File: src/verilog/rf_cfg_pkg.sv
package rf_cfg_pkg;

   // one register moves through the core a bit per clock
   localparam int XLEN = 32;

   // 32 general registers followed by 4 CSR slots
   localparam int NUM_REGS = 36;

   // register number as carried on the serial ports
   localparam int REG_AW = 6;

   // bit position inside a register, 0 to XLEN-1
   localparam int BIT_CNT_W = 5;

endpackage

File: src/verilog/rf_ram.sv
`timescale 1ns/100ps

module rf_ram #(
   parameter int RAM_WIDTH = 8,
   parameter type word_t = logic [RAM_WIDTH-1:0],
   localparam int DEPTH = rf_cfg_pkg::XLEN * rf_cfg_pkg::NUM_REGS / RAM_WIDTH,
   localparam int AW = $clog2(DEPTH)
) (
   input  logic          i_clk,
   input  logic [AW-1:0] i_waddr,
   input  word_t         i_wdata,
   input  logic          i_wen,
   input  logic [AW-1:0] i_raddr,
   output word_t         o_rdata
);

   word_t mem [DEPTH];

   always_ff @(posedge i_clk) begin
      if (i_wen)
         mem[i_waddr] <= i_wdata;
      o_rdata <= mem[i_raddr];
   end

   // register numbers above the CSR slots would land past the end
   assert property (@(posedge i_clk)
      (i_raddr < AW'(DEPTH)) && (!i_wen || i_waddr < AW'(DEPTH)));

endmodule

File: config.mk
export PLATFORM = sky130hd
export DESIGN_NAME = rf_ram
export DESIGN_NICKNAME = d
export VERILOG_FILES = /design/src/verilog/rf_cfg_pkg.sv /design/src/verilog/rf_ram.sv
export SDC_FILE = /design/constraint.sdc
export NUM_CORES = 1
export LEC_CHECK = 0
export ABC_CLOCK_PERIOD_IN_PS = 2600
export BUFFER_PORTS_ARGS = -buffer_cell sky130_fd_sc_hd__clkbuf_2
export CAP_MARGIN = 10
export CORE_UTILIZATION = 35
export CTS_BUF_LIST = sky130_fd_sc_hd__clkbuf_16
export DETAILED_ROUTE_END_ITERATION = 16
export GPL_TIMING_DRIVEN = 0
export SLEW_MARGIN = 30
export SYNTH_ARGS = -nofsm -noshare
export SYNTH_HDL_FRONTEND = slang
export SYNTH_SLANG_ARGS = --single-unit
File: constraint.sdc
create_clock -name i_clk -period 2.6 [get_ports i_clk]
set_input_delay 0.26 -clock i_clk [delete_from_list [all_inputs] [get_ports i_clk]]
set_output_delay 0.26 -clock i_clk [all_outputs]
set_load 0.02 [all_outputs]
* Word level (Yosys, flattened, before mapping) *
Memories as Yosys holds them, arrays and structs flattened. A register that Yosys moved wholly into a read port is not among the register bits.
Index checks and enable logic that the tools add are counted.

operators by class
  divide/modulo/power cells = 0
  multipliers = 0
  $add $sub $neg = 0
  $lt $le $gt $ge = 0
  multiplexer cells = 2
  shift-type cells = 0
  reduce and logical (&&, ||, !) cells = 0
  bitwise operators = 0
  eq/ne operators = 0

operators with widths
  kind    count
  $mux 1  2

storage, ports and cells
  register bits after elaboration = 0
  bits in read-only memories = 0
  word-level logic and storage cells = 3
  input bits = 26
  output and inout port bits = 8
  memory bits (writable) = 1152
  latch bits = 0
  memories kept = 1

memory list
  memory  words  width  rd ports  clocked after memory_dff  wr ports  line          text
  mem     144    8      1         1                         1         rf_ram.sv:17  word_t mem [DEPTH];

* Longest topological paths before layout *
  depth in word-level cells = 2
  mapped depth = 12
  depth with buffers taken out = 6

* Worst setup path before layout *
No wires, ideal clock.

  path kind = in2reg
  from = input port i_raddr[0]
  to = register o_rdata[7] (netlist bit), read port of mem
  library setup time = 126 ps
  stages on the path = 9
  setup slack = 492 ps
  buffers on the path = 4
  data arrival time = 1981 ps
  required time = 2474 ps
  cell sequence = buf_6 buf_12 buf_8 buf_6 mux4_1 a22oi_1 a21oi_1 o41ai_2 a31oi_1

RTL lines
  item             line          text
  start, declared  rf_ram.sv:13  input logic [AW-1:0] i_raddr,
  end, declared    rf_ram.sv:14  output word_t o_rdata

* Final worst setup path *
  from = input port i_waddr[0]
  to = memory mem[17][1] (netlist bit) (enable)

RTL lines
  item             line          text
  start, declared  rf_ram.sv:10  input logic [AW-1:0] i_waddr,
  end, declared    rf_ram.sv:17

Straight into the memory's write port.

==> metrics <==
cell area after synthesis 45500 um2; Worst-Margin Slew about 1200 ps; Via density around 5.5; minimum clock period 2680 ps; Initial Utilization a little over a third; Die W between 300 and 400 um; Seq/Total Area, Yosys between 70 and 80%; placed cells 3900; Core ar. 128000 um2; Final WS setup -81.0 ps; Slew HR 17.6%; Layout Cells excl Fill roughly 4100; Mean Syn Cell Area between 20 and 25 um2; post-layout util about 41%; share of layout cells above drive strength 1 about a quarter; Ys Warns 0; unique cell type count in the Yosys netlist 43; Worst-path clk slew around 60 ps; VDD IR max 0.629 mV; total die area about 130000 um2; Hold Path Stages 1; initial antenna violation count 8; post-detailed-route wirelength per cell about 29 um; 1st-iter DRT viols about 3200; Clock Latency Late Sink a little over 700 ps; CTS buffer count roughly 110; leakage power ~16 nW; CP arrival around 3000 ps; Ports 34; gpl congestion between 0.8 and 0.9; DR vias ~23000; First-pass DRT Iterations 7; Final Cycle Share 103%; fill count around 11000; root buffer cell clkbuf_16; row count ~130; Required @ worst endpoint between 2000 and 3000 ps; largest net degree at the start of global routing 97; setup violators final 65; CP endpoint kind flip-flop; Congestion Overflow GR 0; worst hold path class input pin to flip-flop; DRC 0; Synth Net Count 2160; TNS Setup -2860 ps; Max-cap violations 0; most common cell after layout, fill and taps aside edfxtp_1; sequential cell area 34800 um2; number of synthesized register bits 1160; crit path launch type input pin; pwr dens about 760 nW/um2; Final Max Tran Viols 0; DRT antenna net count 0; Post-Syn Instances approximately 2100; Fin Hold WS 63.2 ps; layout net count about 2300; H-tree Lvls 3; RSZ-0062 raised after global routing yes; Peak Freq 0.373 GHz; Die Ht around 360 um; most frequent cells in the layout 1152 x edfxtp_1, 218 x mux4_2, 130 x nor2_1, 115 x clkbuf_16, 108 x mux2i_1; first-pass GRT wire length approximately 170000 um; depth of the worst register-to-register path 6; kind of critical path input pin to flip-flop; Clock Sink Count roughly 1200; status finished, violations left; Total Routed Length 121000 um; GRT Resource Usage Total 18.4%; Area Growth Syn to Fin 14.7%; PortBufs 26; Multi-input gate area approximately 10000 um2; Final HPWL DP 82300 um; clk_skew between 20 and 30 ps; vias in the first global route between 20000 and 25000; CTS Buffer Depth 3; Max FO, Critical Path 10; Fin. Hold Viols 0; CTS tree done; Placed Area 48100 um2; fin area 52100 um2; violated checks negative setup slack
==> power breakdown <==
part | switching, mW | leakage (nW) | internal (mW)
clock network | 7.03 | 1.94 | 9.72
registers | 0.0160 | 10.4 | 20.6
logic | 1.41 | 3.94 | 0.744
total | 8.46 | 16.3 | 31.1
==> per-stage QoR <==
stage	power, mW	worst slack, ps
2_1_floorplan	22.1	492
3_3_place_gp	23.1	-1330
3_5_place_dp	23.1	-1420
4_1_cts	39.7	2.49
5_1_grt	40.4	-85.2
6_report	39.5	-81.0
==> worst paths after layout <==
check / from / to / slack, ps
setup / recovery: i_waddr[0] / mem[17][1]$_DFFE_PP_ / -80
hold / removal: i_wdata[3] / mem[109][3]$_DFFE_PP_ / 60
setup reg to reg: mem[43][6]$_DFFE_PP_ / o_rdata[6]$_DFF_P_ / 30
hold reg to reg: mem[63][2]$_DFFE_PP_ / o_rdata[2]$_DFF_P_ / 1070
==> state kept, by name, indices dropped and copies added, names as in the netlist <==
| signal | cells |
|---|---|
| mem | 1152 |
| o_rdata | 8 |
==> logic make-up after synthesis <==
| logic type | Yosys count | synth area share (%) |
|---|---|---|
| flops | 1160 | 76.4 |
| simple gates | 287 | 2.82 |
| mux | 378 | 15.8 |
| buf+inv | 122 | 2.04 |
| compound gates | 187 | 2.89 |
==> timing repair <==
item                       in CTS  in global routing
hold buffers                    0                  0
buffers inserted                0                  0
setup endpoints to repair      11                144
resized for setup              35                 27
pin swaps                       0                  0
==> synth_stat cells, drive strengths merged <==
master	number	area, um2
nand3b	2	15.0
a211oi	12	90.1
nor2b	21	131
or2b	1	8.76
a22oi	83	623
mux2i	108	1080
buf	64	669
nand2	41	154
nor2	155	582
edfxtp	1152	34600
o31a	3	28.8
nand4	9	56.3
a311oi	4	35.0
o21ai	9	45.0
mux2	11	124
or3b	1	8.76
o22ai	4	25.0
and2b	3	26.3
a32oi	4	35.0
inv	2	7.51
clkbuf	54	233
a21oi	44	220
o211ai	4	30.0
mux4	259	5990
nor3	3	15.0
dfxtp	8	160
nor4	1	12.5
nand3	33	165
a221oi	4	35.0
a31oi	8	50.1
a21boi	4	30.0
dlygate4sd1	2	17.5
and2	3	18.8
o41ai	4	65.1
nand2b	14	87.6
==> layer usage <==
metal  GRT usage, %  routed length (um)  part of all wire, %
met1           25.2               49300                   41
met2           28.7               56200                   46
met3           4.70               11700                  9.7
met4           5.82                4150                  3.4
met5              0                  57                0.047
==> layout make-up <==
class	instances	share of cell area, %
Antenna cell	5	0.0240
Buffer	119	1.85
Clock buffer	115	5.52
Clock inverter	101	1.79
Inverter	2	0.0144
Multi-Input combinational cell	852	19.1
Sequential cell	1160	66.6
Tap cell	1729	4.15
Timing Repair Buffer	38	0.914
==> critical path, stage by stage <==
cell,delay (ps)
clkbuf_1,310
nor2b_1,200
clkbuf_1,310
nand3_1,810
nor2_1,1090
Note: power is estimated with default switching activity, not from simulation.
