`config.mk`:
```
export PLATFORM = sky130hd
export DESIGN_NAME = serial_rf_ram_if
export DESIGN_NICKNAME = d
export VERILOG_FILES = /design/src/verilog/rf_cfg_pkg.sv /design/src/verilog/serial_rf_ram_if.sv
export SDC_FILE = /design/constraint.sdc
export NUM_CORES = 1
export LEC_CHECK = 0
export BUFFER_PORTS_ARGS = -buffer_cell sky130_fd_sc_hd__buf_2
export CAP_MARGIN = 20
export CORE_MARGIN = 1
export CORE_UTILIZATION = 23
export CTS_CLUSTER_SIZE = 40
export DETAILED_ROUTE_END_ITERATION = 8
export GPL_TIMING_DRIVEN = 0
export PLACE_DENSITY = 0.52
export SETUP_SLACK_MARGIN = 0.3
export SYNTH_ARGS = -nofsm -noshare
export SYNTH_HDL_FRONTEND = slang
export SYNTH_SLANG_ARGS = --single-unit
```
`constraint.sdc`:
```
create_clock -name i_clk -period 3.2 [get_ports i_clk]
set_input_delay 0.64 -clock i_clk [delete_from_list [all_inputs] [get_ports i_clk]]
set_output_delay 0.64 -clock i_clk [all_outputs]
set_load 0.01 [all_outputs]
```
`src/verilog/rf_cfg_pkg.sv`:
```
package rf_cfg_pkg;

   // one register moves through the core a bit per clock
   localparam int XLEN = 32;

   // 32 general registers followed by 4 CSR slots
   localparam int NUM_REGS = 36;

   // register number as carried on the serial ports
   localparam int REG_AW = 6;

   // bit position inside a register, 0 to XLEN-1
   localparam int BIT_CNT_W = 5;

endpackage

```
`src/verilog/serial_rf_ram_if.sv`:
```
`timescale 1ns/100ps

module serial_rf_ram_if #(
   parameter int RAM_WIDTH = 8,
   localparam int DEPTH = rf_cfg_pkg::XLEN * rf_cfg_pkg::NUM_REGS / RAM_WIDTH,
   localparam int AW = $clog2(DEPTH)
) (
   input  logic                          i_clk,
   input  logic                          i_rst,
   input  logic                          i_wreq,
   input  logic                          i_rreq,
   output logic                          o_ready,
   input  logic [rf_cfg_pkg::REG_AW-1:0] i_wreg0,
   input  logic [rf_cfg_pkg::REG_AW-1:0] i_wreg1,
   input  logic                          i_wen0,
   input  logic                          i_wen1,
   input  logic                          i_wdata0,
   input  logic                          i_wdata1,
   input  logic [rf_cfg_pkg::REG_AW-1:0] i_rreg0,
   input  logic [rf_cfg_pkg::REG_AW-1:0] i_rreg1,
   output logic                          o_rdata0,
   output logic                          o_rdata1,
   output logic [AW-1:0]                 o_waddr,
   output logic [RAM_WIDTH-1:0]          o_wdata,
   output logic                          o_wen,
   output logic [AW-1:0]                 o_raddr,
   input  logic [RAM_WIDTH-1:0]          i_rdata
);

   import rf_cfg_pkg::*;

   localparam int L2W = $clog2(RAM_WIDTH);

   logic                 wgo;
   logic                 wact;
   logic [BIT_CNT_W-1:0] wcnt;
   logic [BIT_CNT_W-1:0] wcnt_r;
   logic [BIT_CNT_W-1:0] wpos;
   logic                 wtrig0;
   logic                 wtrig1;
   logic [REG_AW-1:0]    wreg;
   logic [RAM_WIDTH-2:0] wdata0_r;
   logic [RAM_WIDTH-1:0] wdata0_full;
   logic [RAM_WIDTH-1:0] wdata1_r;

   logic                 rreq_r;
   logic                 rgnt;
   logic [BIT_CNT_W-1:0] rcnt;
   logic [BIT_CNT_W-1:0] rpos;
   logic [BIT_CNT_W-1:0] rpos_next;
   logic [BIT_CNT_W-1:0] raddr_pos;
   logic                 rfetch0;
   logic                 rfetch1;
   logic                 rtrig0;
   logic                 rtrig1;
   logic [REG_AW-1:0]    rreg;
   logic [RAM_WIDTH-1:0] rdata0;
   logic [RAM_WIDTH-2:0] rdata1;

   // write grant is immediate and read grant comes two cycles after the request
   assign o_ready = rgnt | i_wreq;

   // wcnt equals the index of the write bit on i_wdata0/1
   assign wact = i_wreq | wgo;
   assign wtrig0 = wact & (&wcnt[L2W-1:0]);

   // port 0 word goes out as its last bit arrives and port 1 one cycle later
   assign wdata0_full = {i_wdata0, wdata0_r};
   assign o_wdata = wtrig1 ? wdata1_r : wdata0_full;
   assign wreg = wtrig1 ? i_wreg1 : i_wreg0;
   assign wpos = wtrig1 ? wcnt_r : wcnt;
   assign o_waddr = AW'({wreg, wpos} >> L2W);
   assign o_wen = (wtrig0 & i_wen0) | (wtrig1 & i_wen1);

   always_ff @(posedge i_clk) begin
      if (i_rst) begin
         wgo    <= 1'b0;
         wcnt   <= '0;
         wtrig1 <= 1'b0;
      end else begin
         wtrig1 <= wtrig0;
         if (wact)
            wcnt <= wcnt + 1'b1;
         if (i_wreq)
            wgo <= 1'b1;
         else if (wcnt == '1)
            wgo <= 1'b0;
      end
   end

   always_ff @(posedge i_clk) begin
      wcnt_r   <= wcnt;
      wdata0_r <= wdata0_full[RAM_WIDTH-1:1];
      wdata1_r <= {i_wdata1, wdata1_r[RAM_WIDTH-1:1]};
   end

   // port 0 read word is fetched two cycles ahead of its first bit
   // and port 1 one cycle ahead so the fetches never collide
   assign rpos = i_rreq ? '1 : rcnt;
   assign rpos_next = rpos + 1'b1;
   assign rfetch0 = &rpos[L2W-1:0];
   assign rfetch1 = ~|rpos[L2W-1:0];
   assign rreg = rfetch0 ? i_rreg0 : i_rreg1;
   assign raddr_pos = rfetch0 ? rpos_next : rpos;
   assign o_raddr = AW'({rreg, raddr_pos} >> L2W);

   assign o_rdata0 = rdata0[0];
   // first bit of a port 1 word comes straight from the RAM
   assign o_rdata1 = rtrig1 ? i_rdata[0] : rdata1[0];

   always_ff @(posedge i_clk) begin
      if (i_rst) begin
         rreq_r <= 1'b0;
         rgnt   <= 1'b0;
         rcnt   <= '0;
         rtrig0 <= 1'b0;
         rtrig1 <= 1'b0;
      end else begin
         rreq_r <= i_rreq;
         rgnt   <= rreq_r;
         rtrig0 <= rfetch0;
         rtrig1 <= rfetch1;
         if (i_rreq)
            rcnt <= '0;
         else
            rcnt <= rcnt + 1'b1;
      end
   end

   always_ff @(posedge i_clk) begin
      if (rtrig0)
         rdata0 <= i_rdata;
      else
         rdata0 <= rdata0 >> 1;
      if (rtrig1)
         rdata1 <= i_rdata[RAM_WIDTH-1:1];
      else
         rdata1 <= rdata1 >> 1;
   end

   initial begin
      assert (RAM_WIDTH >= 2 && RAM_WIDTH <= 32 && (RAM_WIDTH & (RAM_WIDTH - 1)) == 0)
         else $fatal(1, "RAM_WIDTH must be a power of two from 2 to 32");
   end

   // RAM writes only inside the window opened by a write request
   assert property (@(posedge i_clk) disable iff (i_rst)
      o_wen |-> (i_wreq || wgo || $past(wgo)));

endmodule

```
== Yosys cells after proc, flatten, opt, wreduce, memory -nomap -nowiden ==
Cells that the tools add are included.
Storage, ports and cells
  bits in writable memories: 0
  logic and storage cells: 42
  memories: 0
  input port bits: 40
  register bits: 51
  output and inout bits: 28
  latch bits: 0
  ROM bits: 0
Cells by class
  equal/unequal tests: 1
  bitwise logic cells: 6
  multiply operators: 0
  muxes and demuxes: 11
  order comparisons: 0
  shift operators: 0
  add/sub/neg operators: 3
  div/mod/pow operators: 0
  reduce and logical (&&, ||, !) cells: 6
Operator list (count)
  $mux W6: 3
  $add A5 B1 Y5 const B: 3
  $mux W5: 3
  $mux W8: 1
  $mux W7: 1
  $reduce_and A3 Y1: 2
  $eq A5 B5 Y1 const B: 1
  $and A1 B1 Y1: 3
  $mux W1: 3
  $or A1 B1 Y1: 3
  $reduce_or A3 Y1: 1
  $reduce_bool A2 Y1: 1
  $reduce_or A2 Y1: 1
  $logic_not A1 Y1: 1

== Logic depth before layout (Yosys ltp) ==
  depth after elaboration: 4
  mapped depth: 6
  mapped depth without buffers: 6

== Least setup slack after synthesis ==
Ideal clock, no wire load.
  kind: input-to-output
  start point: input port i_rreq
  end point: output port o_raddr[2]
  data arrival time: 1414 ps
  slack: 1146 ps
  path buffers: 1
  data required time: 2560 ps
  cell stages on the path: 3
  cells stage by stage: buf_2 > a31oi_4 > mux2_2
On the way
  word-level cells in the longest chain between the ends: 3
Ends and longest elaborated chain
  start: declaration: RTL line serial_rf_ram_if.sv:11  | input logic i_rreq,
  $mux W5: RTL line serial_rf_ram_if.sv:99  | assign rpos = i_rreq ? '1 : rcnt;
  $reduce_and A3 Y1: RTL line serial_rf_ram_if.sv:101  | assign rfetch0 = &rpos[L2W-1:0];
  $mux W6: RTL line serial_rf_ram_if.sv:103  | assign rreg = rfetch0 ? i_rreg0 : i_rreg1;
  end: declaration: RTL line serial_rf_ram_if.sv:26  | output logic [AW-1:0] o_raddr,
No other way between the ends.

== Worst setup path in the final report ==
  start point: input port i_rreq
  end point: output port o_raddr[5]
Same word-level chain as after synthesis.

==> results by group <==
Status
  – Status: completed

Drt
  – Final antenna-violating net count: 0
  – Vias: 1240
  – Wire length per cell: 9.60 microns
  – DRT Pass-1 Iters: 3
  – Detailed Route WL: 3.03 mm
  – Vias/cell: 3.94
  – Initial DRC Count: 22
  – Residual DRC: 0

Power and ir drop
  – Switching power: 0.000258 W
  – Power Internal: approximately 0.00094 W
  – Comb power frac: 10.0%
  – Leak Pwr: 1.02 nW
  – Worst vdd ir: 0.206 mV
  – Total power: 0.00120 W
  – Clock share of power: 35.6%
  – Sequential share of power: 54.4%
  – Switching Fraction: 21.5%
  – Pwr dens: 520 nW/um^2

Clock tree
  – Clock Tree Buf Depth: 2
  – CTS H-tree lvls: 2
  – Clk Latency, worst-skew pair: 0.29 ns
  – Post-CTS Resized: 0
  – CTS tree: built
  – Setup bufs post-CTS: 0
  – CTS Hold Buffers Added: 0
  – Clk slew on worst S/H paths: 0.08 ns
  – CTS buffer count: 5
  – Clock sinks: 48
  – Clock root buffer: clkbuf_8

Placed design
  – RePlAce Congestion: 0.706
  – HPWL after detailed placement: about 2.3 mm
  – Inst Count DP: 307
  – Port bufs: 66

Global routing
  – Global route overflow: 0
  – First-pass GRT wire length: 4.85 mm
  – Global Route Usage Sum: 8.03%
  – Vias in the first global route: 1149
  – Largest net degree at the start of global routing: 16
  – Initial antenna violation count: 0

STA
  – Unrepaired setup endpoints after global routing: no
  – Worst Tran Pin Value: 0.444 ns
  – Max Slew Vio Count: 0
  – Slew margin rel.: 70.4%
  – Tcrit/Tclk final: a little over two thirds
  – Final Hold Viols: 0
  – Fmax achieved: 448 MHz
  – Setup TNS: 0 ns
  – Setup-failing EPs final: 0
  – Setup Skew: 0.00318 ns
  – Period minus WS final: 2.23 ns

Final layout
  – Non-Filler Instances: 315
  – Layout net count: 259
  – Post-layout util: 31.7%
  – Area delta synth->final: 32.7%
  – Filler Cell Count: roughly 770
  – Layout cells sized above 1: 54.6%
  – # diodes: 0

Yosys
  – Synth Cell Area: between 1500 and 2000 sq um
  – Netlist cell types: 27
  – Synth area leader: dfxtp_1
  – Top cells by area, synth: dfxtp_1 55%, mux2_2 23%, ha_1 2.9%
  – Syn_area_per_cell: 12.2 sq um
  – Synth Register Bits: between 40 and 50
  – Gate Count Post-Synth: 142
  – Synth Net Count: ~190
  – Sequential area share after synthesis: 55.5%
  – Syn. warnings: 0
  – Post-synth top area share: 55.5%

Setup path
  – Crit. End Element: output pin
  – Critical Path RT: 2.56 ns
  – CP max FO: 9
  – Critical path, cell by cell: buf_2 > a31oi_4 > mux2_2 > buf_2
  – Most frequent CP cell: buf_2
  – CP peak stage delay: between 0.3 and 0.4 ns
  – Slowest CP cell: mux2_2
  – Flop2flop setup slack: 1.95 ns
  – CP startpoint kind: input pin
  – Crit path DAT: ~1.6 ns
  – Critical path class: in -> out

Die
  – I/O pin cnt: between 60 and 70
  – Starting density of the core: between 20% and 30%
  – Std cell rows: 31
  – Die Span Y: 88.8 microns
  – Core area: 7250 sq um
  – Die ar.: 7880 sq um
  – Die Width: 88.8 microns

Run
  – MaxCap Viol Count: 0

Worst hold path
  – HP Class: reg -> reg
-- cell usage in the layout (no fill, tap or decap), drive strengths merged --
| cell | instances |
|---|---|
| mux2 | 36 |
| clkinv | 1 |
| nand4 | 1 |
| and3 | 1 |
| dfxtp | 48 |
| xor2 | 3 |
| nand3 | 3 |
| and2 | 2 |
| nand2 | 7 |
| clkinvlp | 1 |
| or3 | 1 |
| nor3b | 2 |
| a31oi | 1 |
| or2 | 2 |
| o21ai | 1 |
| nor2b | 2 |
| nor2 | 7 |
| buf | 73 |
| xnor2 | 2 |
| a21oi | 5 |
| nor3 | 4 |
| clkbuf | 6 |
| inv | 1 |
| bufinv | 1 |
| ha | 4 |
| a32o | 1 |
-- critical path, delay by kind of cell --
family	cells	cell delay [ns]
buffers and inverters	2	0.30
muxes	1	0.37
AOI/OAI and AO/OA	1	0.28
-- metal layers --
layer / vias up / GRT usage (%) / share of wire, %
met1: 578 / 9.10 / 44
met5: - / 0 / 0
met4: 0 / 3.96 / 1.3
met2: 27 / 13.3 / 49
met3: 5 / 2.99 / 5.5
li1: 630 / - / -
-- layout make-up --
type / instances / area, sq um / area share [%]
inverter: 1 / 3.75 / 0.163
clock inverter: 3 / 42.5 / 1.85
buffer: 8 / 47.5 / 2.07
sequential: 48 / 961 / 41.8
clock buffer: 5 / 68.8 / 3.00
tap: 99 / 124 / 5.39
multi-input combinational: 85 / 719 / 31.3
timing repair buffer: 66 / 330 / 14.4
-- power by group through the flow --
stage	logic, W	registers, W	clock network, W
after floorplan	0.0000713	0.000662	0
after global placement	0.000120	0.000663	0
after detailed placement	0.000122	0.000665	0
after CTS	0.000122	0.000651	0.000444
after global routing	0.000136	0.000656	0.000471
final	0.000120	0.000650	0.000426
-- stage by stage --
step | instance area, sq um | hold slack, ns | worst slack, ns
after detailed placement | 2190 | 0.333 | 0.954
after CTS | 2300 | 0.351 | 0.954
final | 2300 | 0.349 | 0.968
after floorplan | 1730 | 0.326 | 1.15
after global routing | 2300 | 0.357 | 0.911
after global placement | 2190 | 0.330 | 0.965
-- flip-flops by register name (all words and copies together), names as in the netlist, 2 cells and up --
| register | count |
|---|---|
| wdata0_r | 7 |
| rdata1 | 7 |
| rcnt | 5 |
| wcnt_r | 2 |
| wcnt | 5 |
| rdata0 | 8 |
| wdata1_r | 8 |
-- cell usage after synthesis (all sizes together) --
cell type and n:
buf 7, and3 1, nand2 7, nor3 4, a32o 1, and2 2, a21oi 5, nor3b 2
clkbuf 1, o21ai 1, inv 1, nor2 7, a31oi 1, xor2 3, mux2 36, nand3 3
ha 4, or3 1, nor2b 2, xnor2 2, dfxtp 48, nand4 1, or2 2
-- path summary, 6_finish.rpt --
path | start | endpoint | depth (start not counted)
setup reg to reg | wcnt[0] | wcnt[4] | 5
setup / recovery | i_rreq | o_raddr[5] | 4
hold / removal | wdata1_r[7] | wdata1_r[6] | 0
hold reg to reg | wdata1_r[7] | wdata1_r[6] | 0
-- logic make-up (layout without fill, tap and decap cells) --
group / Yosys count / in the layout / share of synthesized area (%)
buf+inv: 9 / 83 / 2.96
flops: 48 / 48 / 55.5
compound gates: 8 / 8 / 3.54
simple gates: 32 / 32 / 9.18
xor+xnor: 5 / 5 / 2.53
mux: 36 / 36 / 23.4
fa+ha+maj: 4 / 4 / 2.89
Note: power is estimated with default switching activity, not from simulation.
