===== config.mk =====
export PLATFORM = sky130hd
export DESIGN_NAME = rf_read_collector
export DESIGN_NICKNAME = d
export VERILOG_FILES = /design/src/verilog/rf_cfg_pkg.sv /design/src/verilog/rf_read_collector.sv
export SDC_FILE = /design/constraint.sdc
export NUM_CORES = 1
export LEC_CHECK = 0
export ABC_AREA = 1
export BUFFER_PORTS_ARGS = -buffer_cell sky130_fd_sc_hd__buf_2
export CAP_MARGIN = 20
export CORE_AREA = 2 2 74 76
export CTS_BUF_LIST = sky130_fd_sc_hd__clkbuf_2 sky130_fd_sc_hd__clkbuf_4 sky130_fd_sc_hd__clkbuf_8
export DETAILED_ROUTE_END_ITERATION = 10
export DIE_AREA = 0 0 76 78
export GPL_ROUTABILITY_DRIVEN = 0
export HOLD_SLACK_MARGIN = 0.05
export PLACE_DENSITY = 0.76
export SLEW_MARGIN = 0
export SYNTH_ARGS = -nofsm -noshare
export SYNTH_HDL_FRONTEND = slang
export SYNTH_SLANG_ARGS = --single-unit

===== constraint.sdc =====
create_clock -name i_clk -period 2.1 [get_ports i_clk]
set_input_delay 0.105 -clock i_clk [delete_from_list [all_inputs] [get_ports i_clk]]
set_output_delay 0.105 -clock i_clk [all_outputs]
set_load 0.02 [all_outputs]

===== src/verilog/rf_cfg_pkg.sv =====
package rf_cfg_pkg;

   // one register moves through the core a bit per clock
   localparam int XLEN = 32;

   // 32 general registers followed by 4 CSR slots
   localparam int NUM_REGS = 36;

   // register number as carried on the serial ports
   localparam int REG_AW = 6;

   // bit position inside a register, 0 to XLEN-1
   localparam int BIT_CNT_W = 5;

endpackage


===== src/verilog/rf_read_collector.sv =====
`timescale 1ns/100ps

module rf_read_collector #(
   parameter int NUM_LANES = 4,
   localparam int LANE_W = (NUM_LANES > 1) ? $clog2(NUM_LANES) : 1
) (
   input  logic                        i_clk,
   input  logic                        i_rst,
   input  logic [LANE_W-1:0]           i_lane,
   input  logic                        i_rd_start,
   input  logic [NUM_LANES-1:0]        i_rbit0,
   input  logic [NUM_LANES-1:0]        i_rbit1,
   output logic [rf_cfg_pkg::XLEN-1:0] o_rdata0,
   output logic [rf_cfg_pkg::XLEN-1:0] o_rdata1,
   output logic                        o_rd_valid
);

   import rf_cfg_pkg::*;

   logic                 bit0;
   logic                 bit1;
   logic                 active;
   logic                 shift;
   logic [BIT_CNT_W-1:0] cnt;

   assign bit0 = i_rbit0[i_lane];
   assign bit1 = i_rbit1[i_lane];

   // bit 0 is already on the lane outputs when the start pulse comes
   assign shift = i_rd_start | active;

   always_ff @(posedge i_clk) begin
      if (i_rst) begin
         active     <= 1'b0;
         cnt        <= '0;
         o_rd_valid <= 1'b0;
      end else begin
         o_rd_valid <= active & (cnt == BIT_CNT_W'(XLEN - 1));
         if (i_rd_start) begin
            active <= 1'b1;
            cnt    <= BIT_CNT_W'(1);
         end else if (active) begin
            cnt <= cnt + 1'b1;
            if (cnt == BIT_CNT_W'(XLEN - 1))
               active <= 1'b0;
         end
      end
   end

   // bits arrive LSB first so each new bit enters at the top
   always_ff @(posedge i_clk) begin
      if (shift) begin
         o_rdata0 <= {bit0, o_rdata0[XLEN-1:1]};
         o_rdata1 <= {bit1, o_rdata1[XLEN-1:1]};
      end
   end

endmodule


# Yosys cells after proc, flatten, opt, wreduce, memory -nomap -nowiden

Cells that the tools add are included.

Flip-flop bits (word level): 71
Latch bits: 0
Bits in writable memories: 0
Bits in read-only memories: 0
Bits of input ports: 13
Output and inout bits: 65
Word-level logic and storage cells: 22
Memories kept: 0

$add $sub $neg: 1
Multiply operators: 0
Divide/modulo/power cells: 0
$lt $le $gt $ge: 1
Eq/ne operators: 1
Shift-type cells: 0
Mux-type cells: 9
Bitwise operators: 2
Reductions and logical operators: 2

Operators by type and width:

| cell                                                | count |
|---|---|
| 2-to-1 mux 1 bit                                    | 7 |
| adder 5 x 1 -> 5 bit (second input constant)        | 1 |
| == test 5 bit (second input constant)               | 1 |
| binary-select mux 1 bit (select 2 bit)              | 2 |
| < comparator 2 x 3 -> 1 bit (second input constant) | 1 |
| nonzero test 2 bit                                  | 1 |
| OR reduction 2 bit                                  | 1 |
| AND 1 bit                                           | 1 |
| OR 1 bit                                            | 1 |

# Depth between registers and ports, before layout

Gate-level depths: netlist (run 1).

Depth after elaboration: 4
Mapped depth: 6
Depth with buffers taken out: 5

# Least setup slack after synthesis (run 1)

OpenSTA, ideal clock, no wires.

Kind: reg-to-reg
Start point: register active
End point: register o_rdata0[0] (netlist bit) (enable)
Setup time: 0.418 ns
Data arrival time: 1.736 ns
Required time: 1.682 ns
Path slack: -0.054 ns
Stages on the path, launching flop included: 4
Path buffers: 1
Clock period less this slack: 2.154 ns
Cell sequence: dfxtp_1 -> buf_6 -> nor2_1 -> inv_1

Longest elaborated chain between the ends: 1

Ends and longest elaborated chain:

| what                     | line                    | RTL |
|---|---|---|
| start: declaration       | rf_read_collector.sv:22 | `logic active;` |
| start signal: assignment | rf_read_collector.sv:34 | `active <= 1'b0;` |
| start signal: assignment | rf_read_collector.sv:40 | `active <= 1'b1;` |
| start signal: assignment | rf_read_collector.sv:45 | `active <= 1'b0;` |
| OR 1 bit                 | rf_read_collector.sv:30 | `assign shift = i_rd_start \| active;` |
| net shift                | rf_read_collector.sv:23 | `logic shift;` |
| end signal: assignment   | rf_read_collector.sv:53 | `o_rdata0 <= {bit0, o_rdata0[XLEN-1:1]};` |
| end: declaration         | rf_read_collector.sv:13 | `output logic [rf_cfg_pkg::XLEN-1:0] o_rdata0,` |

The timed path passes the listed nets, and every way through them passes these cells.
A chain may end at the register's enable or synchronous reset.

# Final worst setup path (run 1)

Start point: register active
End point: register o_rdata0[10] (netlist bit) (enable)

The elaborated chain is that of the path after synthesis.

==> results of run 1 <==
==> state kept, by name, summed over array words and instances (netlist names) <==
signal,count
o_rdata0,32
o_rdata1,32
cnt,5
active,1
o_rd_valid,1
==> cell type report <==
type                            instances  area (sq um)  share of cell area
Sequential cell                        71          2060               0.697
Timing Repair Buffer                   79           415               0.140
Multi-Input combinational cell         37           201              0.0680
Clock buffer                           11           139              0.0469
Tap cell                               70          87.6              0.0296
Inverter                                7          30.0              0.0101
Clock inverter                          5          25.0             0.00845
==> power by group through the flow <==
stage	Clock [uW]	Combinational, uW	Sequential (uW)
2_1_floorplan	0	50.2	1970
3_3_place_gp	0	363	1820
3_5_place_dp	0	367	1820
4_1_cts	905	368	1790
5_1_grt	948	385	1810
6_report	867	364	1790
==> kinds of logic (layout without fill, tap and decap cells) <==
| group | after synthesis | count (layout) | synth area share |
|---|---|---|---|
| simple gates | 23 | 23 | 0.0457 |
| xor+xnor | 1 | 1 | 0.00381 |
| buf+inv | 8 | 102 | 0.0163 |
| flops | 71 | 71 | 0.896 |
| compound gates | 11 | 11 | 0.0272 |
| fa+ha+maj | 2 | 2 | 0.0109 |
==> routing by layer <==
| metal | part of all wire | routed length [microns] | GRT usage | vias up |
|---|---|---|---|---|
| li1 | - | - | - | 606 |
| met1 | 0.47 | 1630 | 0.179 | 587 |
| met2 | 0.42 | 1450 | 0.178 | 69 |
| met3 | 0.091 | 314 | 0.0430 | 8 |
| met4 | 0.016 | 55 | 0.0655 | 0 |
| met5 | 0 | 0 | 0 | - |
==> how the worst max path moves through the flow <==
stage                        end  slack, ns    from
finish              o_rdata0[10]       0.65  active
global route        o_rdata0[12]       0.58  active
CTS                  o_rdata0[9]       0.67  active
detailed placement  o_rdata1[16]       0.68  active
global placement    o_rdata1[10]       0.72  active
floorplan            o_rdata0[0]       0.11  active
==> per-stage QoR <==
stage / util / setup WS, ns / cell area, sq um / hold slack, ns
after global placement: 0.553 / 0.720 / 2790 / 0.320
after floorplan: - / 0.112 / 2300 / 0.174
after global routing: 0.587 / 0.576 / 2960 / 0.0834
after detailed placement: 0.553 / 0.683 / 2790 / 0.325
final: 0.587 / 0.650 / 2960 / 0.0742
after CTS: 0.587 / 0.670 / 2960 / 0.0576
==> synthesized netlist by cell type <==
master	instances
nor2_1	10
a211oi_1	1
dfxtp_1	7
o21ai_0	2
o211ai_1	2
o21ai_1	2
nand2_4	1
buf_6	1
ha_1	2
nand2_1	9
and3_1	1
xnor2_1	1
inv_1	7
nor2_4	1
edfxtp_1	64
a21oi_1	4
nand3_1	1
==> worst min-delay path: stages <==
cell	delay, ns
buf_2	0.07
o21ai_0	0.06
nand2_1	0.05
==> results by group, run 1 <==
Timing
  – Final Hold Vio Count: 0
  – Slew margin rel.: 0.763
  – Period Utilization, post-route: 0.691
  – Setup-failing EPs final: 0
  – Post-route setup TNS: 0 ns
  – Slew Viols, Final: 0
  – Actual slew at the worst max-slew pin: 0.355 ns
  – Clk_skew: 0.00931 ns
  – Fin crit period: 1.45 ns
  – Peak Freq: 0.690 GHz
  – RSZ-0062 raised after global routing: false

Synth
  – Synthesized area: 2300 sq um
  – Seq/Total Area, Yosys: 0.896
  – Synth warn: 0
  – Post-synthesis register bit count: 71
  – Syn_nets: 131
  – Area share of the largest cell type after synthesis: 0.835
  – Largest cells by area after synthesis: edfxtp_1 (84%), dfxtp_1 (6.1%), nor2_1 (1.6%)
  – Area leader, netlist: edfxtp_1
  – Synth cell types: 17
  – Syn Inst Count: 116
  – Syn Area/Cell: 19.8 sq um

Power
  – Clk pwr share: 0.287
  – Leakage power: 0.00122 uW
  – Post-layout power: 3020 uW
  – Logic pwr share: 0.121
  – Seq pwr share: 0.592
  – Sw Share: 0.248
  – Pwr Density: 1020 nW/um^2
  – Switch Pwr: 750 uW
  – Internal: 2270 uW
  – Maximum vdd ir drop: 0.500 mV

Setup path
  – Setup crit end kind: flop
  – Reg2reg end: o_rdata0[10]
  – Crit Path Max Fanout: 64
  – Worst R2R Path Depth: 3
  – Worst path max stage delay: 0.53 ns
  – WS Path Type: flop to flop
  – CP arrival: 1.44 ns
  – Flop2flop setup slack: 0.65 ns
  – WP buf/inv: 2
  – WP depth: 3
  – WP data required: 2.09 ns
  – Crit-path cells: nor2_1 -> clkinvlp_4 -> buf_12
  – Slowest CP cell: dfxtp_1
  – Crit-path leading delay family: flip-flops
  – Reg2reg start: active
  – Critical path startpoint category: flop

Job
  – Max-cap viol count: 0

Floorplanning
  – Die area: 5930 sq um
  – Starting Density: 0.456
  – Die X: 76 microns
  – Die H: 78 microns
  – Core outline area: 5040 sq um
  – FP Rows: 26
  – IO Count: 78

Routing
  – Routed len/inst: 12.3 microns
  – Vias/cell: 4.54
  – Detailed-route DRC error count: 0
  – Initial DRT Pass Iterations: 5
  – Final wirelength: 3.45 mm
  – Final ANT Viol Nets: 0
  – Vias: 1270
  – Starting DRT DRC Count: 47

Worst hold path
  – Hold Crit Depth: 3
  – Hold Path Origin: i_rbit0[0]
  – HP Class: primary input to flop
  – Hold Crit Endpoint: o_rdata0[31]

Outcome
  – Run status: finished clean

Clocking
  – Post-CTS Resized: 0
  – Clk sinks: 71
  – CTS max path bufs: 2
  – # Post-CTS Setup Buffers: 0
  – Clock Tree Root: clkbuf_8
  – Clock Latency Late Sink: 0.32 ns
  – Clk slew on worst S/H paths: 0.07 ns
  – CTS tree: built
  – Num CTS Buffers: 9
  – CTS Hold Bufs: 1
  – H-tree lvl count: 3

Layout
  – Layout area overhead: 28.7%
  – Fraction of layout cells with a size suffix above 1: 0.452
  – Commonest non-fill, non-tap cells in the layout: buf_2 (77), edfxtp_1 (64), nor2_1 (10)
  – Finished Layout Cells: 280
  – Final nets: 220
  – Commonest non-fill, non-tap cell in the layout: buf_2
  – Diode count: 0
  – Number of fill cells: 384

Placement
  – Dpl hpwl: 2.40 mm
  – Number of I/O port buffers: 77
  – Cell total after placement: 263

Global routing
  – Vias in the first global route: 1181
  – Pin count of the biggest net entering global routing: 65
  – GRT Overall Usage: 0.127
  – Antenna violations before repair: 0
  – GR Overflow Total: 0
  – Global-route wire length before repair: 5.77 mm
Power figures use the tool's default switching activity.
==> run 2: changes to the inputs <==
CORE_AREA = 2 2 71 73   (was 2 2 74 76)
DIE_AREA = 0 0 73 75   (was 0 0 76 78)
PLACE_DENSITY = 0.78   (was 0.76)
clock period = 1.5 ns   (was 2.1 ns; I/O delays follow)
==> results by group, run 2 (synthesized netlist as in run 1, its figures left out) <==
Outcome
  – Run status: finished clean

Routing
  – Final wirelength: 3.75 mm (+8.7%)
  – Detailed-route DRC error count: 0 (unchanged)
  – Initial DRT Pass Iterations: 4 (-1)
  – Starting DRT DRC Count: 97 (+110%)
  – Vias: 1295 (+2.0%)
  – Vias/cell: 4.80 (+5.7%)
  – Final ANT Viol Nets: 0 (unchanged)
  – Routed len/inst: 13.9 microns (+13%)

Setup path
  – Flop2flop setup slack: 0.24 ns (-0.41 ns)
  – Slowest CP cell: dlygate4sd3_1
  – Setup crit end kind: flop
  – Most Frequent Cell on Critical Path: dlygate4sd3_1
  – WS Path Type: primary input to flop
  – Crit-path cells: dlygate4sd3_1 -> buf_2 -> o21ai_0 -> nand2_1 -> dlygate4sd3_1
  – Critical path startpoint category: primary input
  – WP buf/inv: 3 (+1)
  – Crit-path leading delay family: buffers and inverters
  – WP data required: 1.58 ns (-0.51 ns)
  – CP arrival: 1.48 ns (+0.04 ns)
  – Worst path max stage delay: 0.56 ns (+0.03 ns)
  – Crit Path Max Fanout: 1 (-98%)

Layout
  – Multi-input gate area: 209 sq um (+3.7%)
  – Largest registers: o_rdata0 x32, o_rdata1 x32, cnt x5
  – Layout area overhead: 30.3%
  – Diode count: 0 (unchanged)
  – Area occupied by registers: 2060 sq um (unchanged)
  – Fraction of layout cells with a size suffix above 1: 0.454 (+0.00132)
  – Final core occ: 0.643 (+0.0561)
  – Commonest non-fill, non-tap cell in the layout: buf_2
  – Final design area excluding fillers: 3000 sq um (+1.3%)
  – Final nets: 226 (+2.7%)
  – Number of fill cells: 325 (-15%)
  – Commonest non-fill, non-tap cells in the layout: buf_2 (77), edfxtp_1 (64), nand2_1 (9), nor2_1 (9), clkbuf_8 (9)

Clocking
  – CTS max path bufs: 2 (unchanged)
  – Clk sinks: 71 (unchanged)
  – Clk slew on worst S/H paths: 0.07 ns (about the same)
  – Num CTS Buffers: 9 (unchanged)
  – H-tree lvl count: 3 (unchanged)
  – CTS tree: built
  – Clock Latency Late Sink: 0.33 ns (about the same)
  – Clock Tree Root: clkbuf_8
  – Post-CTS Resized: 0 (unchanged)
  – # Post-CTS Setup Buffers: 0 (unchanged)
  – CTS Hold Bufs: 5 (+4)

Global routing
  – GR peak layer: met2
  – GRT met1 Usage: 0.189 (+0.00985)
  – Antenna violations before repair: 0 (unchanged)
  – Global-route wire length before repair: 5.60 mm (-3.0%)
  – GR Overflow Total: 0 (unchanged)
  – Vias in the first global route: 1130 (-4.3%)
  – Met2 usage: 0.199 (+0.0215)
  – GRT Overall Usage: 0.147 (+0.0200)
  – Pin count of the biggest net entering global routing: 40 (-38%)
  – Global-route track usage on met3: 0.0589 (+0.0159)

Power
  – Leakage power: 0.00125 uW (+2.5%)
  – Maximum vdd ir drop: 0.808 mV (+62%)
  – Post-layout power: 4260 uW (+41%)
  – Pwr Density: 1420 nW/um^2 (+39%)

Timing
  – Clk_skew: 0.00650 ns (-0.00281 ns)
  – Peak Freq: 0.716 GHz
  – Actual slew at the worst max-slew pin: 0.303 ns (-0.0515 ns)
  – Period Utilization, post-route: 0.931
  – Final hold slack: 0.0732 ns (-0.00104 ns)
  – RSZ-0062 raised after global routing: false
  – Slew Viols, Final: 0 (unchanged)
  – Slew margin rel.: 0.798 (+0.0346)
  – Fin crit period: 1.40 ns
  – Final Hold Vio Count: 0 (unchanged)
  – Setup-failing EPs final: 0 (unchanged)

Placement
  – Placed Instance Area: 2790 sq um (about the same)
  – Number of I/O port buffers: 77 (unchanged)
  – Dpl hpwl: 2.50 mm (+4.3%)

Floorplanning
  – Die H: 75 microns (-3.8%)
  – FP Rows: 25 (-3.8%)
  – Core outline area: 4660 sq um (-7.6%)
  – Die X: 73 microns (-3.9%)
  – Starting Density: 0.494 (+0.0374)
  – IO Count: 78 (unchanged)
  – Die area: 5480 sq um (-7.6%)

Worst hold path
  – HP Class: primary input to flop

Job
  – Max-cap viol count: 0 (unchanged)
## run 2: cell count changes in the layout (fill, tap and decap cells not counted)
| cell | previous run | this run |
|---|---|---|
| clkinv_2 | 2 | 4 |
| dlygate4sd3_1 | 1 | 5 |
| nor2_4 | 1 | 2 |
| clkinvlp_4 | 2 | 1 |
| buf_4 | 0 | 2 |
| nor2_1 | 10 | 9 |
| clkbuf_4 | 2 | 1 |
## run 2: worst paths after layout
| kind | from | endpoint | depth (start not counted) |
|---|---|---|---|
| max | i_rbit0[0] | o_rdata0[31] | 5 |
| min | i_rbit1[0] | o_rdata1[31] | 3 |
| max reg2reg | cnt[0] | cnt[4] | 5 |
| min reg2reg | o_rdata0[1] | o_rdata0[0] | 0 |
## run 2: layer usage
metal,part of all wire,wire length [microns],vias up
met1,0.46,1730,594
met5,0,0,-
met4,0.028,106,0
met3,0.095,357,10
li1,-,-,618
met2,0.42,1560,73
## run 2: layout make-up
| cell class | instances | area share |
|---|---|---|
| tap | 54 | 0.0225 |
| clock inverter | 6 | 0.00918 |
| multi-input combinational | 37 | 0.0697 |
| clock buffer | 10 | 0.0438 |
| timing repair buffer | 85 | 0.157 |
| inverter | 7 | 0.0100 |
| sequential | 71 | 0.688 |
## run 2: metrics by stage
stage | cells | worst slack, ns | TNS (ns)
6_report | 270 | 0.103 | 0
5_1_grt | 270 | 0.0781 | 0
4_1_cts | 270 | 0.152 | 0
3_5_place_dp | 249 | 0.237 | 0
3_3_place_gp | 249 | 0.237 | 0
2_1_floorplan | 116 | -0.338 | -21.61
## run 2: power breakdown
part	internal (uW)	total (uW)	switching [uW]
Sequential	2400	2500	96.2
Clock	594	1220	631
Combinational	167	535	368
## run 2: tightest hold or removal path: stages
cell	delay, ns
buf_2	0.07
o21ai_0	0.09
nand2_1	0.06
==> run 3: changes to the inputs <==
ABC_AREA = not set   (was 1)
CELL_PAD_IN_SITES_DETAIL_PLACEMENT = 1   (was not set)
CELL_PAD_IN_SITES_GLOBAL_PLACEMENT = 1   (was not set)
CORE_AREA = 2 2 77 79   (was 2 2 71 73)
DIE_AREA = 0 0 79 81   (was 0 0 73 75)
PLACE_DENSITY = not set   (was 0.78)
PLACE_DENSITY_LB_ADDON = 0.1   (was not set)
==> results by group, run 3 <==
Outcome
  – Run status: finished clean

Layout
  – Commonest non-fill, non-tap cell in the layout: buf_2
  – Fraction of layout cells with a size suffix above 1: 0.503 (+0.0489)
  – Diode count: 0 (unchanged)
  – Commonest non-fill, non-tap cells in the layout: buf_2 (77), edfxtp_1 (64), clkbuf_8 (9)
  – Largest registers: o_rdata0 x32, o_rdata1 x32, cnt x5
  – Final nets: 204 (-9.7%)
  – Layout area overhead: 30.5%

Timing
  – Clk_skew: 0.00482 ns (-0.00168 ns)
  – Final hold slack: 0.0672 ns (-0.00594 ns)
  – Fin crit period: 1.33 ns (-0.0632 ns)
  – RSZ-0062 raised after global routing: false
  – Actual slew at the worst max-slew pin: 0.199 ns (-0.104 ns)
  – Slew margin rel.: 0.867 (+0.0696)
  – Peak Freq: 0.750 GHz (+4.7%)
  – Post-route setup TNS: 0 ns (unchanged)
  – Period Utilization, post-route: 0.889 (-0.0421)
  – Slew Viols, Final: 0 (unchanged)
  – Setup-failing EPs final: 0 (unchanged)
  – Final Hold Vio Count: 0 (unchanged)

Synth
  – Ys async rst share: 0 (unchanged)
  – Area share of the largest cell type after synthesis: 0.838 (+0.00319)
  – Count leader, synth: edfxtp_1
  – Post-synthesis register bit count: 71 (unchanged)
  – Synth warn: 0 (unchanged)
  – Syn Inst Count: 97 (-16%)
  – Synth cell types: 20 (+3)
  – Area leader, netlist: edfxtp_1
  – Seq/Total Area, Yosys: 0.900 (+0.00342)
  – Syn Area/Cell: 23.6 sq um (+19%)
  – Synthesized area: 2290 sq um (-0.38%)
  – Post-synth EDFFs: 64 (unchanged)
  – Post-synth top cells: edfxtp_1 (64), dfxtp_1 (7), a21oi_1 (3), nor2_1 (3)
  – Top FF cell, synth: edfxtp_1
  – Syn_nets: 112 (-15%)
  – Largest cells by area after synthesis: edfxtp_1 (84%), dfxtp_1 (6.1%), mux4_1 (2.3%)

Floorplanning
  – IO Count: 78 (unchanged)
  – Die area: 6400 sq um (+17%)
  – FP Rows: 28 (+12%)
  – Die H: 81 microns (+8.0%)
  – Core outline area: 5680 sq um (+22%)
  – Die X: 79 microns (+8.2%)
  – Starting Density: 0.404 (-0.0898)

Global routing
  – GR Overflow Total: 0 (unchanged)
  – Global-route wire length before repair: 6.19 mm (+11%)
  – GRT Overall Usage: 0.134 (-0.0131)
  – Pin count of the biggest net entering global routing: 39 (-2.5%)
  – Vias in the first global route: 1238 (+9.6%)
  – Antenna violations before repair: 0 (unchanged)

Worst hold path
  – HP Class: primary input to flop

Setup path
  – CP arrival: 1.56 ns (+0.08 ns)
  – Most Frequent Cell on Critical Path: ha_1
  – Crit Path Max Fanout: 3 (+2)
  – WP data required: 1.73 ns (+0.15 ns)
  – Crit-path cells: ha_1 -> and3_1 -> ha_1 -> mux2i_1 -> nor2_1
  – Setup crit end kind: flop
  – Crit-path leading delay family: adder cells
  – Slowest CP cell: dfxtp_1
  – Critical path startpoint category: flop
  – WS Path Type: flop to flop
  – Worst path max stage delay: 0.34 ns (-0.22 ns)
  – WP buf/inv: 0 (-3)

Power
  – Internal: 3170 uW (about the same)
  – Clk pwr share: 0.289 (about the same)
  – Maximum vdd ir drop: 0.565 mV (-30%)
  – Leakage power: 0.00123 uW (-1.6%)
  – Sw Share: 0.256 (-0.000805)
  – Switch Pwr: 1090 uW (-0.37%)
  – Pwr Density: 1420 nW/um^2 (+0.15%)
  – Seq pwr share: 0.586 (about the same)
  – Logic pwr share: 0.125 (about the same)

Clocking
  – Clock Tree Root: clkbuf_8
  – Clk slew on worst S/H paths: 0.07 ns (about the same)
  – Clock Latency Late Sink: 0.33 ns (about the same)
  – Num CTS Buffers: 9 (unchanged)
  – Post-CTS Resized: 0 (unchanged)
  – Clk sinks: 71 (unchanged)
  – # Post-CTS Setup Buffers: 0 (unchanged)
  – H-tree lvl count: 3 (unchanged)
  – CTS tree: built
  – CTS max path bufs: 2 (unchanged)

Routing
  – Vias/cell: 4.55 (-5.1%)
  – Initial DRT Pass Iterations: 4 (unchanged)
  – Routed len/inst: 14.9 microns (+7.0%)
  – Starting DRT DRC Count: 83 (-14%)
  – Final ANT Viol Nets: 0 (unchanged)
  – Final wirelength: 3.98 mm (+6.2%)
  – Vias: 1220 (-5.8%)
  – Detailed-route DRC error count: 0 (unchanged)

Placement
  – Dpl hpwl: 2.75 mm (+10%)
  – Number of I/O port buffers: 77 (unchanged)

Job
  – Max-cap viol count: 0 (unchanged)
[run 3: layout make-up]
cell class | count | area, sq um
Fill cell | 572 | 2680
Clock buffer | 10 | 131
Clock inverter | 5 | 26.3
Inverter | 1 | 3.75
Multi-Input combinational cell | 24 | 221
Sequential cell | 71 | 2060
Timing Repair Buffer | 82 | 453
Tap cell | 75 | 93.8
[run 3: path summary, 6_finish.rpt]
| path | from | to | slack, ns | cells after the start |
|---|---|---|---|---|
| worst min-delay path | i_lane[1] | o_rdata1[31] | 0.07 | 2 |
| worst max-delay path | cnt[0] | cnt[4] | 0.17 | 5 |
| worst min register to register | o_rdata1[26] | o_rdata1[25] | 0.44 | 0 |
| worst max register to register | cnt[0] | cnt[4] | 0.17 | 5 |
[run 3: logic make-up (layout without fill, tap and decap cells)]
| logic type | after synthesis | in the layout | share of synthesized area |
|---|---|---|---|
| muxes | 5 | 5 | 0.0382 |
| DFF | 71 | 71 | 0.900 |
| AOI/OAI and AO/OA | 4 | 4 | 0.0109 |
| and+or+nand+nor | 12 | 12 | 0.0317 |
| xor gates and xnor gates | 1 | 1 | 0.00382 |
| adders and majority gates | 2 | 2 | 0.0109 |
| buffers and inverters | 2 | 98 | 0.00491 |
[run 3: repair_timing]
item / 4_1_cts / 5_1_grt
endpoints found under the hold margin: 3 / 0
setup endpoints to repair: 0 / 0
hold buffers: 2 / 0
[run 3: stage by stage]
stage	utilization	power [uW]	setup slack [ns]	area [sq um]	cells
6_report	0.527	4260	0.167	2990	268
5_1_grt	0.527	4460	0.102	2990	268
4_1_cts	0.527	4330	0.157	2990	268
3_5_place_dp	0.496	3080	0.162	2810	251
3_3_place_gp	0.496	3060	0.236	2810	251
2_1_floorplan	-	2830	0.130	2290	97
[run 3: per-layer routing]
layer	share of wire	track usage	vias to the layer above	wire length, microns
li1	-	-	563	-
met1	0.41	0.158	591	1620
met2	0.48	0.204	56	1900
met3	0.089	0.0522	10	353
met4	0.026	0.0931	0	105
met5	0	0	-	0
[run 3: power by group through the flow]
stage,clock (uW),sequential [uW],combinational (uW)
global placement,0,2530,532
floorplan,0,2770,63.1
CTS,1290,2500,540
detailed placement,0,2540,538
global route,1370,2530,562
finish,1230,2500,531
